--- src/verilog/riscv_params.svh ---
`ifndef RISCV_PARAMS_SVH
`define RISCV_PARAMS_SVH

// data and address width
`define RISCV_XLEN 32

// integer register file
`define RISCV_REG_COUNT 32
`define RISCV_REG_AW 5

// first fetch address after reset
`define RISCV_RESET_PC 32'h0000_0000

`endif

--- src/verilog/riscv_pkg.sv ---
`include "riscv_params.svh"

package riscv_pkg;

    // opcodes of the supported subset
    typedef enum logic [6:0] {
        OP_LW  = 7'b0000011,
        OP_IMM = 7'b0010011,
        OP_SW  = 7'b0100011,
        OP_R   = 7'b0110011,
        OP_BEQ = 7'b1100011,
        OP_JAL = 7'b1101111
    } opcode_t;

    typedef enum logic [2:0] {
        ALU_ADD = 3'b000,
        ALU_SUB = 3'b001,
        ALU_AND = 3'b010,
        ALU_OR  = 3'b011,
        ALU_SLT = 3'b101
    } alu_op_t;

    // write-back value select
    typedef enum logic [1:0] {
        RES_ALU = 2'b00,
        RES_MEM = 2'b01,
        RES_PC4 = 2'b10
    } result_src_t;

    // execute operand source
    typedef enum logic [1:0] {
        FWD_RF  = 2'b00,
        FWD_WB  = 2'b01,
        FWD_MEM = 2'b10
    } fwd_sel_t;

    typedef struct packed {
        logic [`RISCV_XLEN-1:0] pc;
        logic [`RISCV_XLEN-1:0] instr;
        logic [`RISCV_XLEN-1:0] pc_plus4;
    } fetch_data_t;

    typedef struct packed {
        logic        reg_write;
        result_src_t result_src;
        logic        mem_write;
        logic        jump;
        logic        branch;
        alu_op_t     alu_control;
        logic        alu_src;
    } decode_ctrl_t;

    typedef struct packed {
        logic [`RISCV_XLEN-1:0]   rd1;
        logic [`RISCV_XLEN-1:0]   rd2;
        logic [`RISCV_XLEN-1:0]   pc;
        logic [`RISCV_REG_AW-1:0] rs1;
        logic [`RISCV_REG_AW-1:0] rs2;
        logic [`RISCV_REG_AW-1:0] rd;
        logic [`RISCV_XLEN-1:0]   imm_ext;
        logic [`RISCV_XLEN-1:0]   pc_plus4;
    } decode_data_t;

    typedef struct packed {
        decode_ctrl_t ctrl;
        decode_data_t data;
    } id_ex_t;

    typedef struct packed {
        logic                     reg_write;
        result_src_t              result_src;
        logic                     mem_write;
        logic [`RISCV_XLEN-1:0]   alu_result;
        logic [`RISCV_XLEN-1:0]   write_data;
        logic [`RISCV_REG_AW-1:0] rd;
        logic [`RISCV_XLEN-1:0]   pc_plus4;
    } exec_stage_t;

    typedef struct packed {
        logic                     reg_write;
        result_src_t              result_src;
        logic [`RISCV_XLEN-1:0]   alu_result;
        logic [`RISCV_XLEN-1:0]   read_data;
        logic [`RISCV_REG_AW-1:0] rd;
        logic [`RISCV_XLEN-1:0]   pc_plus4;
    } mem_stage_t;

endpackage

--- src/verilog/stage_reg.sv ---
`timescale 1ns/100ps

module stage_reg #(
    parameter type payload_t = logic
) (
    input  logic     clk,
    input  logic     rst,
    input  logic     stall,
    input  logic     flush,
    input  payload_t d,
    output payload_t q
);

    // all-zero payload is a bubble
    always_ff @(posedge clk) begin
        if (rst || flush) begin
            q <= '0;
        end else if (!stall) begin
            q <= d;
        end
    end

    // hazard unit never asks to hold and clear the same register
    a_no_stall_flush: assert property (
        @(posedge clk) disable iff (rst) !(stall && flush)
    ) else $error("stage register stalled and flushed in the same cycle");

endmodule

--- src/verilog/pc_fetch.sv ---
`timescale 1ns/100ps
`include "riscv_params.svh"

module pc_fetch (
    input  logic                   clk,
    input  logic                   rst,
    input  logic                   stall,
    input  logic                   pc_src,
    input  logic [`RISCV_XLEN-1:0] pc_target,
    input  logic [`RISCV_XLEN-1:0] instr,
    output logic [`RISCV_XLEN-1:0] pc,
    output riscv_pkg::fetch_data_t fetch
);

    logic [`RISCV_XLEN-1:0] pc_plus4;
    logic [`RISCV_XLEN-1:0] pc_next;

    assign pc_plus4 = pc + 4;

    // taken branch or jump from execute wins
    assign pc_next = pc_src ? pc_target : pc_plus4;

    always_ff @(posedge clk) begin
        if (rst) begin
            pc <= `RISCV_RESET_PC;
        end else if (!stall) begin
            pc <= pc_next;
        end
    end

    assign fetch.pc       = pc;
    assign fetch.instr    = instr;
    assign fetch.pc_plus4 = pc_plus4;

endmodule

--- src/verilog/instr_decode.sv ---
`timescale 1ns/100ps
`include "riscv_params.svh"

module instr_decode (
    input  logic                     clk,
    input  logic                     rst,
    input  riscv_pkg::fetch_data_t   fetch,
    input  logic [`RISCV_REG_AW-1:0] rd_w,
    input  logic [`RISCV_XLEN-1:0]   result_w,
    input  logic                     reg_write_w,
    output riscv_pkg::decode_ctrl_t  ctrl,
    output riscv_pkg::decode_data_t  data
);

    logic [`RISCV_XLEN-1:0]   regs [`RISCV_REG_COUNT];
    logic [`RISCV_XLEN-1:0]   ins;
    riscv_pkg::opcode_t       op;
    logic [2:0]               funct3;
    logic [`RISCV_REG_AW-1:0] rs1;
    logic [`RISCV_REG_AW-1:0] rs2;

    assign ins    = fetch.instr;
    assign op     = riscv_pkg::opcode_t'(ins[6:0]);
    assign funct3 = ins[14:12];
    assign rs1    = ins[19:15];
    assign rs2    = ins[24:20];

    // main decoder, unknown encodings stay a no-op
    always_comb begin
        ctrl = '0;
        ctrl.result_src  = riscv_pkg::RES_ALU;
        ctrl.alu_control = riscv_pkg::ALU_ADD;
        case (op)
            riscv_pkg::OP_R: begin
                ctrl.reg_write = 1'b1;
                case (funct3)
                    3'b000: ctrl.alu_control = ins[30] ? riscv_pkg::ALU_SUB : riscv_pkg::ALU_ADD;
                    3'b010: ctrl.alu_control = riscv_pkg::ALU_SLT;
                    3'b110: ctrl.alu_control = riscv_pkg::ALU_OR;
                    3'b111: ctrl.alu_control = riscv_pkg::ALU_AND;
                    default: ctrl.reg_write = 1'b0;
                endcase
            end
            riscv_pkg::OP_IMM: begin
                // addi only
                ctrl.reg_write = (funct3 == 3'b000);
                ctrl.alu_src   = 1'b1;
            end
            riscv_pkg::OP_LW: begin
                ctrl.reg_write  = 1'b1;
                ctrl.result_src = riscv_pkg::RES_MEM;
                ctrl.alu_src    = 1'b1;
            end
            riscv_pkg::OP_SW: begin
                ctrl.mem_write = 1'b1;
                ctrl.alu_src   = 1'b1;
            end
            riscv_pkg::OP_BEQ: begin
                ctrl.branch      = (funct3 == 3'b000);
                ctrl.alu_control = riscv_pkg::ALU_SUB;
            end
            riscv_pkg::OP_JAL: begin
                ctrl.reg_write  = 1'b1;
                ctrl.result_src = riscv_pkg::RES_PC4;
                ctrl.jump       = 1'b1;
            end
            default: ctrl = '0;
        endcase
    end

    // immediate extension by format
    always_comb begin
        case (op)
            riscv_pkg::OP_SW:  data.imm_ext = {{20{ins[31]}}, ins[31:25], ins[11:7]};
            riscv_pkg::OP_BEQ: data.imm_ext = {{19{ins[31]}}, ins[31], ins[7], ins[30:25],
                                               ins[11:8], 1'b0};
            riscv_pkg::OP_JAL: data.imm_ext = {{11{ins[31]}}, ins[31], ins[19:12], ins[20],
                                               ins[30:21], 1'b0};
            default:           data.imm_ext = {{20{ins[31]}}, ins[31:20]};
        endcase
    end

    // written on the falling edge so decode sees it in the same cycle
    always_ff @(negedge clk) begin
        if (reg_write_w && rd_w != '0) begin
            regs[rd_w] <= result_w;
        end
    end

    assign data.rd1      = (rs1 == '0) ? '0 : regs[rs1];
    assign data.rd2      = (rs2 == '0) ? '0 : regs[rs2];
    assign data.pc       = fetch.pc;
    assign data.rs1      = rs1;
    assign data.rs2      = rs2;
    assign data.rd       = ins[11:7];
    assign data.pc_plus4 = fetch.pc_plus4;

    a_unsupported_quiet: assert property (
        @(posedge clk) disable iff (rst)
        !(ins[6:0] inside {riscv_pkg::OP_R, riscv_pkg::OP_IMM, riscv_pkg::OP_LW,
                           riscv_pkg::OP_SW, riscv_pkg::OP_BEQ, riscv_pkg::OP_JAL})
        |-> !(ctrl.reg_write || ctrl.mem_write)
    ) else $error("unsupported opcode %b produced a write", ins[6:0]);

endmodule

--- src/verilog/exec.sv ---
`timescale 1ns/100ps
`include "riscv_params.svh"

module exec (
    input  riscv_pkg::decode_ctrl_t ctrl,
    input  riscv_pkg::decode_data_t data,
    input  riscv_pkg::fwd_sel_t     forward_a,
    input  riscv_pkg::fwd_sel_t     forward_b,
    input  logic [`RISCV_XLEN-1:0]  alu_result_m,
    input  logic [`RISCV_XLEN-1:0]  result_w,
    output riscv_pkg::exec_stage_t  out_stage,
    output logic                    pc_src,
    output logic [`RISCV_XLEN-1:0]  pc_target
);

    logic [`RISCV_XLEN-1:0] src_a;
    logic [`RISCV_XLEN-1:0] reg_b;
    logic [`RISCV_XLEN-1:0] src_b;
    logic [`RISCV_XLEN-1:0] alu_result;
    logic                   zero;

    function automatic logic [`RISCV_XLEN-1:0] pick(
        input riscv_pkg::fwd_sel_t   sel,
        input logic [`RISCV_XLEN-1:0] from_rf
    );
        case (sel)
            riscv_pkg::FWD_MEM: pick = alu_result_m;
            riscv_pkg::FWD_WB:  pick = result_w;
            default:            pick = from_rf;
        endcase
    endfunction

    assign src_a = pick(forward_a, data.rd1);
    assign reg_b = pick(forward_b, data.rd2);
    assign src_b = ctrl.alu_src ? data.imm_ext : reg_b;

    always_comb begin
        case (ctrl.alu_control)
            riscv_pkg::ALU_SUB: alu_result = src_a - src_b;
            riscv_pkg::ALU_AND: alu_result = src_a & src_b;
            riscv_pkg::ALU_OR:  alu_result = src_a | src_b;
            riscv_pkg::ALU_SLT: alu_result = {{(`RISCV_XLEN-1){1'b0}},
                                              $signed(src_a) < $signed(src_b)};
            default:            alu_result = src_a + src_b;
        endcase
    end

    assign zero = (alu_result == '0);

    // beq and jal both target pc plus immediate
    assign pc_target = data.pc + data.imm_ext;
    assign pc_src    = ctrl.jump || (ctrl.branch && zero);

    assign out_stage.reg_write  = ctrl.reg_write;
    assign out_stage.result_src = ctrl.result_src;
    assign out_stage.mem_write  = ctrl.mem_write;
    assign out_stage.alu_result = alu_result;
    assign out_stage.write_data = reg_b;
    assign out_stage.rd         = data.rd;
    assign out_stage.pc_plus4   = data.pc_plus4;

endmodule

--- src/verilog/hazard_unit.sv ---
`timescale 1ns/100ps
`include "riscv_params.svh"

module hazard_unit (
    input  logic [`RISCV_REG_AW-1:0] rs1_d,
    input  logic [`RISCV_REG_AW-1:0] rs2_d,
    input  logic [`RISCV_REG_AW-1:0] rs1_e,
    input  logic [`RISCV_REG_AW-1:0] rs2_e,
    input  logic [`RISCV_REG_AW-1:0] rd_e,
    input  logic [`RISCV_REG_AW-1:0] rd_m,
    input  logic [`RISCV_REG_AW-1:0] rd_w,
    input  logic                     reg_write_m,
    input  logic                     reg_write_w,
    input  riscv_pkg::result_src_t   result_src_e,
    input  logic                     pc_src,
    output riscv_pkg::fwd_sel_t      forward_a,
    output riscv_pkg::fwd_sel_t      forward_b,
    output logic                     stall_f,
    output logic                     stall_d,
    output logic                     flush_d,
    output logic                     flush_e
);

    logic lw_stall;

    // memory stage is younger, so it wins over write back
    function automatic riscv_pkg::fwd_sel_t fwd(input logic [`RISCV_REG_AW-1:0] rs);
        if (rs != '0 && reg_write_m && rs == rd_m) begin
            fwd = riscv_pkg::FWD_MEM;
        end else if (rs != '0 && reg_write_w && rs == rd_w) begin
            fwd = riscv_pkg::FWD_WB;
        end else begin
            fwd = riscv_pkg::FWD_RF;
        end
    endfunction

    assign forward_a = fwd(rs1_e);
    assign forward_b = fwd(rs2_e);

    // load in execute feeding the instruction in decode
    assign lw_stall = (result_src_e == riscv_pkg::RES_MEM) && (rd_e != '0)
                      && (rs1_d == rd_e || rs2_d == rd_e);

    assign stall_f = lw_stall;
    assign stall_d = lw_stall;
    assign flush_d = pc_src;
    assign flush_e = lw_stall || pc_src;

    // a load and a taken branch or jump never sit in execute together
    always_comb begin
        a_stall_no_redirect: assert final (!(stall_d && flush_d))
            else $error("load-use stall and branch flush in the same cycle");
    end

endmodule

--- src/verilog/riscv_pipeline.sv ---
`timescale 1ns/100ps
`include "riscv_params.svh"

module riscv_pipeline (
    input  logic                   clk,
    input  logic                   rst,
    input  logic [`RISCV_XLEN-1:0] instr,
    output logic [`RISCV_XLEN-1:0] pc,
    input  logic [`RISCV_XLEN-1:0] read_data,
    output logic                   data_we,
    output logic [`RISCV_XLEN-1:0] data_addr,
    output logic [`RISCV_XLEN-1:0] din
);

    riscv_pkg::fetch_data_t  fetch_f;
    riscv_pkg::fetch_data_t  fetch_d;
    riscv_pkg::decode_ctrl_t ctrl_d;
    riscv_pkg::decode_data_t data_d;
    riscv_pkg::id_ex_t       id_ex_d;
    riscv_pkg::id_ex_t       id_ex_e;
    riscv_pkg::exec_stage_t  exec_e;
    riscv_pkg::exec_stage_t  exec_m;
    riscv_pkg::mem_stage_t   mem_m;
    riscv_pkg::mem_stage_t   mem_w;

    logic                     stall_f;
    logic                     stall_d;
    logic                     flush_d;
    logic                     flush_e;
    riscv_pkg::fwd_sel_t      forward_a;
    riscv_pkg::fwd_sel_t      forward_b;
    logic                     pc_src_e;
    logic [`RISCV_XLEN-1:0]   pc_target_e;
    logic [`RISCV_REG_AW-1:0] rd_w;
    logic [`RISCV_XLEN-1:0]   result_w;
    logic                     reg_write_w;

    pc_fetch i_pc_fetch (
        .clk(clk), .rst(rst), .stall(stall_f),
        .pc_src(pc_src_e), .pc_target(pc_target_e),
        .instr(instr), .pc(pc), .fetch(fetch_f)
    );

    stage_reg #(.payload_t(riscv_pkg::fetch_data_t)) i_if_id (
        .clk(clk), .rst(rst), .stall(stall_d), .flush(flush_d), .d(fetch_f), .q(fetch_d)
    );

    instr_decode i_instr_decode (
        .clk(clk), .rst(rst), .fetch(fetch_d),
        .rd_w(rd_w), .result_w(result_w), .reg_write_w(reg_write_w),
        .ctrl(ctrl_d), .data(data_d)
    );

    assign id_ex_d.ctrl = ctrl_d;
    assign id_ex_d.data = data_d;

    stage_reg #(.payload_t(riscv_pkg::id_ex_t)) i_id_ex (
        .clk(clk), .rst(rst), .stall(1'b0), .flush(flush_e), .d(id_ex_d), .q(id_ex_e)
    );

    exec i_exec (
        .ctrl(id_ex_e.ctrl), .data(id_ex_e.data),
        .forward_a(forward_a), .forward_b(forward_b),
        .alu_result_m(exec_m.alu_result), .result_w(result_w),
        .out_stage(exec_e), .pc_src(pc_src_e), .pc_target(pc_target_e)
    );

    stage_reg #(.payload_t(riscv_pkg::exec_stage_t)) i_ex_mem (
        .clk(clk), .rst(rst), .stall(1'b0), .flush(1'b0), .d(exec_e), .q(exec_m)
    );

    // memory access
    assign data_addr = exec_m.alu_result;
    assign din       = exec_m.write_data;
    assign data_we   = exec_m.mem_write;

    assign mem_m.reg_write  = exec_m.reg_write;
    assign mem_m.result_src = exec_m.result_src;
    assign mem_m.alu_result = exec_m.alu_result;
    assign mem_m.read_data  = read_data;
    assign mem_m.rd         = exec_m.rd;
    assign mem_m.pc_plus4   = exec_m.pc_plus4;

    stage_reg #(.payload_t(riscv_pkg::mem_stage_t)) i_mem_wb (
        .clk(clk), .rst(rst), .stall(1'b0), .flush(1'b0), .d(mem_m), .q(mem_w)
    );

    // write back
    always_comb begin
        case (mem_w.result_src)
            riscv_pkg::RES_MEM: result_w = mem_w.read_data;
            riscv_pkg::RES_PC4: result_w = mem_w.pc_plus4;
            default:            result_w = mem_w.alu_result;
        endcase
    end

    assign rd_w        = mem_w.rd;
    assign reg_write_w = mem_w.reg_write;

    hazard_unit i_hazard_unit (
        .rs1_d(data_d.rs1), .rs2_d(data_d.rs2),
        .rs1_e(id_ex_e.data.rs1), .rs2_e(id_ex_e.data.rs2), .rd_e(id_ex_e.data.rd),
        .rd_m(exec_m.rd), .rd_w(rd_w),
        .reg_write_m(exec_m.reg_write), .reg_write_w(reg_write_w),
        .result_src_e(id_ex_e.ctrl.result_src), .pc_src(pc_src_e),
        .forward_a(forward_a), .forward_b(forward_b),
        .stall_f(stall_f), .stall_d(stall_d), .flush_d(flush_d), .flush_e(flush_e)
    );

endmodule

--- config.mk ---
export PLATFORM = sky130hd
export DESIGN_NAME = riscv_pipeline
export DESIGN_NICKNAME = d
export VERILOG_FILES = /design/src/verilog/riscv_pkg.sv /design/src/verilog/stage_reg.sv /design/src/verilog/pc_fetch.sv /design/src/verilog/instr_decode.sv /design/src/verilog/exec.sv /design/src/verilog/hazard_unit.sv /design/src/verilog/riscv_pipeline.sv
export VERILOG_INCLUDE_DIRS = /design/src /design/src/verilog
export SDC_FILE = /design/constraint.sdc
export NUM_CORES = 2
export LEC_CHECK = 0
export BUFFER_PORTS_ARGS = -buffer_cell sky130_fd_sc_hd__buf_2
export CAP_MARGIN = 25
export CORE_MARGIN = 2
export CORE_UTILIZATION = 60
export DETAILED_ROUTE_END_ITERATION = 12
export PLACE_DENSITY = 0.83
export SETUP_SLACK_MARGIN = 0.4
export SKIP_LAST_GASP = 1
export SYNTH_ARGS = -nofsm -noshare
export SYNTH_HDL_FRONTEND = slang
export SYNTH_SLANG_ARGS = --single-unit
export TNS_END_PERCENT = 5
--- constraint.sdc ---
create_clock -name clk -period 8.1 [get_ports clk]
set_clock_uncertainty 0.1 [all_clocks]
set_input_delay 2.43 -clock clk [delete_from_list [all_inputs] [get_ports clk]]
set_output_delay 2.43 -clock clk [all_outputs]
set_load 0.05 [all_outputs]
; Word level (Yosys, flattened, before mapping)
; Memories as Yosys holds them, arrays and structs flattened. A register that Yosys moved wholly into a read port is not among the register bits.
; Index checks and enable logic that the tools add are counted.
; Widths: inputs -> output; s select.
[word_totals]
ff_bits = 447
ram_bits = 1024
inputBits = 66
out_inout_bits = 97
wordCells = 118
memories = 1
[classes]
addsub = 4
n_lt_le_gt_ge = 1
n_eq_ne = 26
mux = 22
bitwise_logic = 3
reduce_logical = 31
[memory_table]
columns = name, depth, word_bits, read_ports, rd_clocked_by_memory_dff, wr, line_no
row1 = i_instr_decode.regs, 32, 32, 2, 2, 1, instr_decode.sv:15  ; logic [`RISCV_XLEN-1:0] regs [`RISCV_REG_COUNT];
[ops]
columns = op, count
row1 = $pmux 32 s2, 3
row2 = $pmux 32 s4, 1
row3 = $add 32x32->32, 2
row4 = $mux 32, 2
row5 = $pmux 20 s3, 1
row6 = $add 32x3->32 const B, 1
row7 = $and 32x32->32, 1
row8 = $logic_not 32->1, 1
row9 = $lt 32x32->1, 1
row10 = $or 32x32->32, 1
row11 = $sub 32x32->32, 1
row12 = $eq 5x5->1, 6
row13 = $reduce_bool 5->1, 4
row14 = $eq 7x6->1 const B, 2
row15 = $eq 7x7->1 const B, 2
row16 = $logic_and 1x1->1, 12
row17 = $pmux 3 s4, 1
row18 = $logic_not 5->1, 2
row19 = $eq 3x2->1 const B, 3
row20 = $eq 3x3->1 const B, 3
row21 = $mux 1, 9
row22 = $eq 2x1->1 const B, 4
row23 = $reduce_or 2->1, 4
row24 = $eq 7x2->1 const B, 1
row25 = 12 further kinds, 19

; Logic depth before layout (Yosys ltp)
[logic_depth]
word_depth = 16
mapped_depth = 27
depth_no_buf = 22

; By module
; A second synthesis with hierarchy kept.
[hier_totals]
cells_unflattened = 6382
hier_area_um2 = 78494.0
[modules_own_cells]
columns = module, n_inst, cells_each, area_per_inst_um2, seq_area_each_um2
row1 = instr_decode, 1, 2843, 48093.6, 30719.5
row2 = exec, 1, 1432, 8991.1, 0.0
row3 = stage_reg at i_id_ex, 1, 598, 6681.4, 3703.6
row4 = stage_reg at i_ex_mem, 1, 340, 3742.3, 2102.0
row5 = stage_reg at i_mem_wb, 1, 337, 3722.3, 2082.0
row6 = stage_reg at i_if_id, 1, 311, 3415.8, 1921.8
row7 = pc_fetch, 1, 350, 2742.6, 640.6
row8 = riscv_pipeline, 1, 114, 640.6, 0.0
row9 = hazard_unit, 1, 57, 464.2, 0.0

==> results.yml <==
logic_synthesis:
  ys_ff_latch: 1530
  synth_area_leaders: "edfxtp_1, mux4_2, dfxtp_1, ha_1, mux2i_1"
  syn_inst: 5054
  ys_seq_area_frac: 0.564
  synth_cell_types: 94
  synth-edff-count: 1024
  synth_most_common_cell: "edfxtp_1"
  synth_area_um2: 72400
  syn_area_per_cell_um2: 14.3
  synth_area_leader_cell: "edfxtp_1"
  synth_top_area_share: 0.425
  ys_async_sr_fraction: 0
  synth_common_cells: "edfxtp_1, mux4_2, dfxtp_1"
  synth_ff_type: "edfxtp_1"
  yosys_warnings: 0
floorplanning:
  io_pins: 163
  dieArea_um2: 123000
  floorplan.initialDensity: 0.604
  die_y_um: 351
  coreArea_um2: 120000
  fp-row-count: 127
  die_width_um: 351
routing:
  finalWirelength_mm: 260
  remaining_drc_errors: 0
  antenna_left: 0
  routed_via_density: 6.93
  firstDrtPassIters: 9
  drt_iter0_drc: 9577
  vias: 54800
  routedWlPerCell_um: 32.9
power:
  leakage_nw: 33.7
  p_seq_frac: 0.411
  ir_worst_vdd_mv: 0.273
  pwr-share-comb: 0.095
  p_switching_w: 0.00662
  power_w: 0.0210
  cellInternalPower_w: 0.0144
  switching_share: 0.315
  cellPowerDensity_nw_per_um2: 248
  p_clk_frac: 0.494
sta:
  min_period_ns: 7.65
  setup_viol: 0
  fin_crit_sh: 0.944
  fin_setup_tns_ns: 0
  hold_viol: 0
  setup_ws_ns: 0.450
  max_freq_mhz: 131
  worstMarginPinSlew_ns: 1.14
  drv_slew: 0
  rsz0062_at_grt: "true"
  maxSlewHeadroom: 0.242
  holdWs_ns: 0.335
flow_run:
  drv_cap: 0
finish:
  drive_gt1_frac: 0.218
  final_nets: 6353
  area_growth_pct: 16.9
worst_setup_path:
  required_ns: 8.72
  crit_chain: "xor2_1 -> nor4_2 -> buf_4 -> mux2i_1 -> a21oi_1 -> mux2i_1 -> ha_1 -> a21o_1 -> a211oi_1 -> o21ai_0 -> o21a_1 -> o21ai_0 -> a21oi_1 -> o22ai_1 -> mux2i_1 -> a211oi_1 -> and4b_1 -> buf_4 -> a211oi_4 -> o21ai_4 -> nor2_1"
  crit_top_cell: "mux2i_1"
  end_kind: "flip-flop"
  slowest_delay_ns: 0.75
  critPathSlowestCell: "dfxtp_1"
  critPathMaxFanout: 32
  crit_type: "flip-flop to flip-flop"
  cp-start-kind: "flip-flop"
  crit_arrival_ns: 8.27
global_routing:
  grt_first_pass_wirelength_mm: 372
  antenna_found_initial: 15
  grt_pass1_vias: 56600
  grtUsageTotal: 0.423
  grt_max_degree: 133
  grt.overflow.total: 0
placement:
  hpwl_mm: 146
  dp_slack_ns: 0.669
  portBuffers: 162
  finalWeightedCongestion: 1.01
clock_network:
  path_clk_slew_ns: 0.07
  holdBufCountCts: 0
  cts_root_buf: "clkbuf_16"
  clock_sinks: 1530
  clk_latency_ns: 0.82
  clockBufferDepth: 3
  htree_num_levels: 4
  cts_tree: "done"
  cts_inserted_buffers: 159
run_status:
  status: "complete, no violations"
hold_path:
  hold_path_class: "flip-flop to flip-flop"
[registers in the layout (all words and copies together), names as in the netlist]
register and flops:
i_mem_wb.q 104, i_pc_fetch.pc 32, i_id_ex.q 171, i_ex_mem.q 105, i_instr_decode.regs 1024, i_if_id.q 94
[power groups by stage]
stage                     registers (W)  clock network, W  logic, W
after CTS                       0.00863            0.0103   0.00191
after detailed placement        0.00876          0.000748   0.00187
after floorplan                 0.00868          0.000748   0.00135
final                           0.00864            0.0104   0.00199
after global routing            0.00864            0.0109   0.00207
after global placement          0.00876          0.000748   0.00183
[stage by stage]
| stage | cell area, µm² | utilization | std cells |
|---|---|---|---|
| 3_3_place_gp | 75200 | 0.627 | 6573 |
| 4_1_cts | 84500 | 0.706 | 7887 |
| 3_5_place_dp | 75200 | 0.628 | 6575 |
| 5_1_grt | 84600 | 0.706 | 7894 |
| 6_report | 84600 | 0.706 | 7901 |
| 2_1_floorplan | 72500 | - | 5085 |
[per-layer routing]
metal / track usage / vias up / part of all wire
met5: 0.00196 / - / 0.00027
met4: 0.322 / 10 / 0.087
met3: 0.171 / 1580 / 0.15
met2: 0.635 / 5523 / 0.45
met1: 0.486 / 26100 / 0.31
li1: - / 21600 / -
[area by class of cell]
cell class                 count  area, µm²
antenna                        7       17.5
tap                         1612       2020
multi-input combinational   2968      29500
sequential                  1530      40900
fill                        7288      35200
clock buffer                 186       4380
timing repair buffer         332       2350
clock inverter              1127       4950
inverter                     139        527
[final timing paths]
kind | from | to | slack, ns | depth (start not counted)
worst max-delay path | i_mem_wb.q[32] | i_id_ex.q[133] | 0.45 | 21
worst min-delay path | i_id_ex.q[181] | i_ex_mem.q[101] | 0.33 | 1
worst max register to register | i_mem_wb.q[32] | i_id_ex.q[133] | 0.45 | 21
worst min register to register | i_id_ex.q[181] | i_ex_mem.q[101] | 0.33 | 1
[cells by family (layout without fill, tap and decap cells)]
family,after synthesis,after routing,synth area share
other,1,39,0.0000518
XOR/XNOR,91,91,0.0110
AO/OA/AOI/OAI,734,734,0.0652
flip-flops,1530,1530,0.564
buffers and inverters,587,1784,0.0363
adder cells (fa/ha/maj),133,133,0.0233
multiplexers,778,778,0.218
AND/OR/NAND/NOR,1200,1200,0.0814
[worst max-delay path, delay by kind of cell (launching register included)]
family,cells,cell delay (ns)
buffers and inverters,2,0.65
flip-flops,1,0.75
multiplexers,3,0.96
AO/OA/AOI/OAI,11,3.36
AND/OR/NAND/NOR,3,1.00
XOR/XNOR,1,0.17
adder cells (fa/ha/maj),1,0.46
[cells in the final DEF, fill, tap and decap left out, types with 161 or more instances in the layout]
master / Yosys / routed
edfxtp_1: 1024 / 1024
clkbuf_16: 0 / 166
nand2_1: 320 / 318
buf_2: 39 / 161
a21oi_1: 239 / 238
nor2b_1: 175 / 175
mux4_2: 640 / 640
inv_1: 139 / 1174
nor2_1: 314 / 295
dfxtp_1: 506 / 495
[what timing repair did]
item                                    CTS  global route
setup buffers                             0             7
endpoints found under the setup margin    0           150
resized for setup                         0             6
No activity file was read; power rests on OpenSTA's default activity.
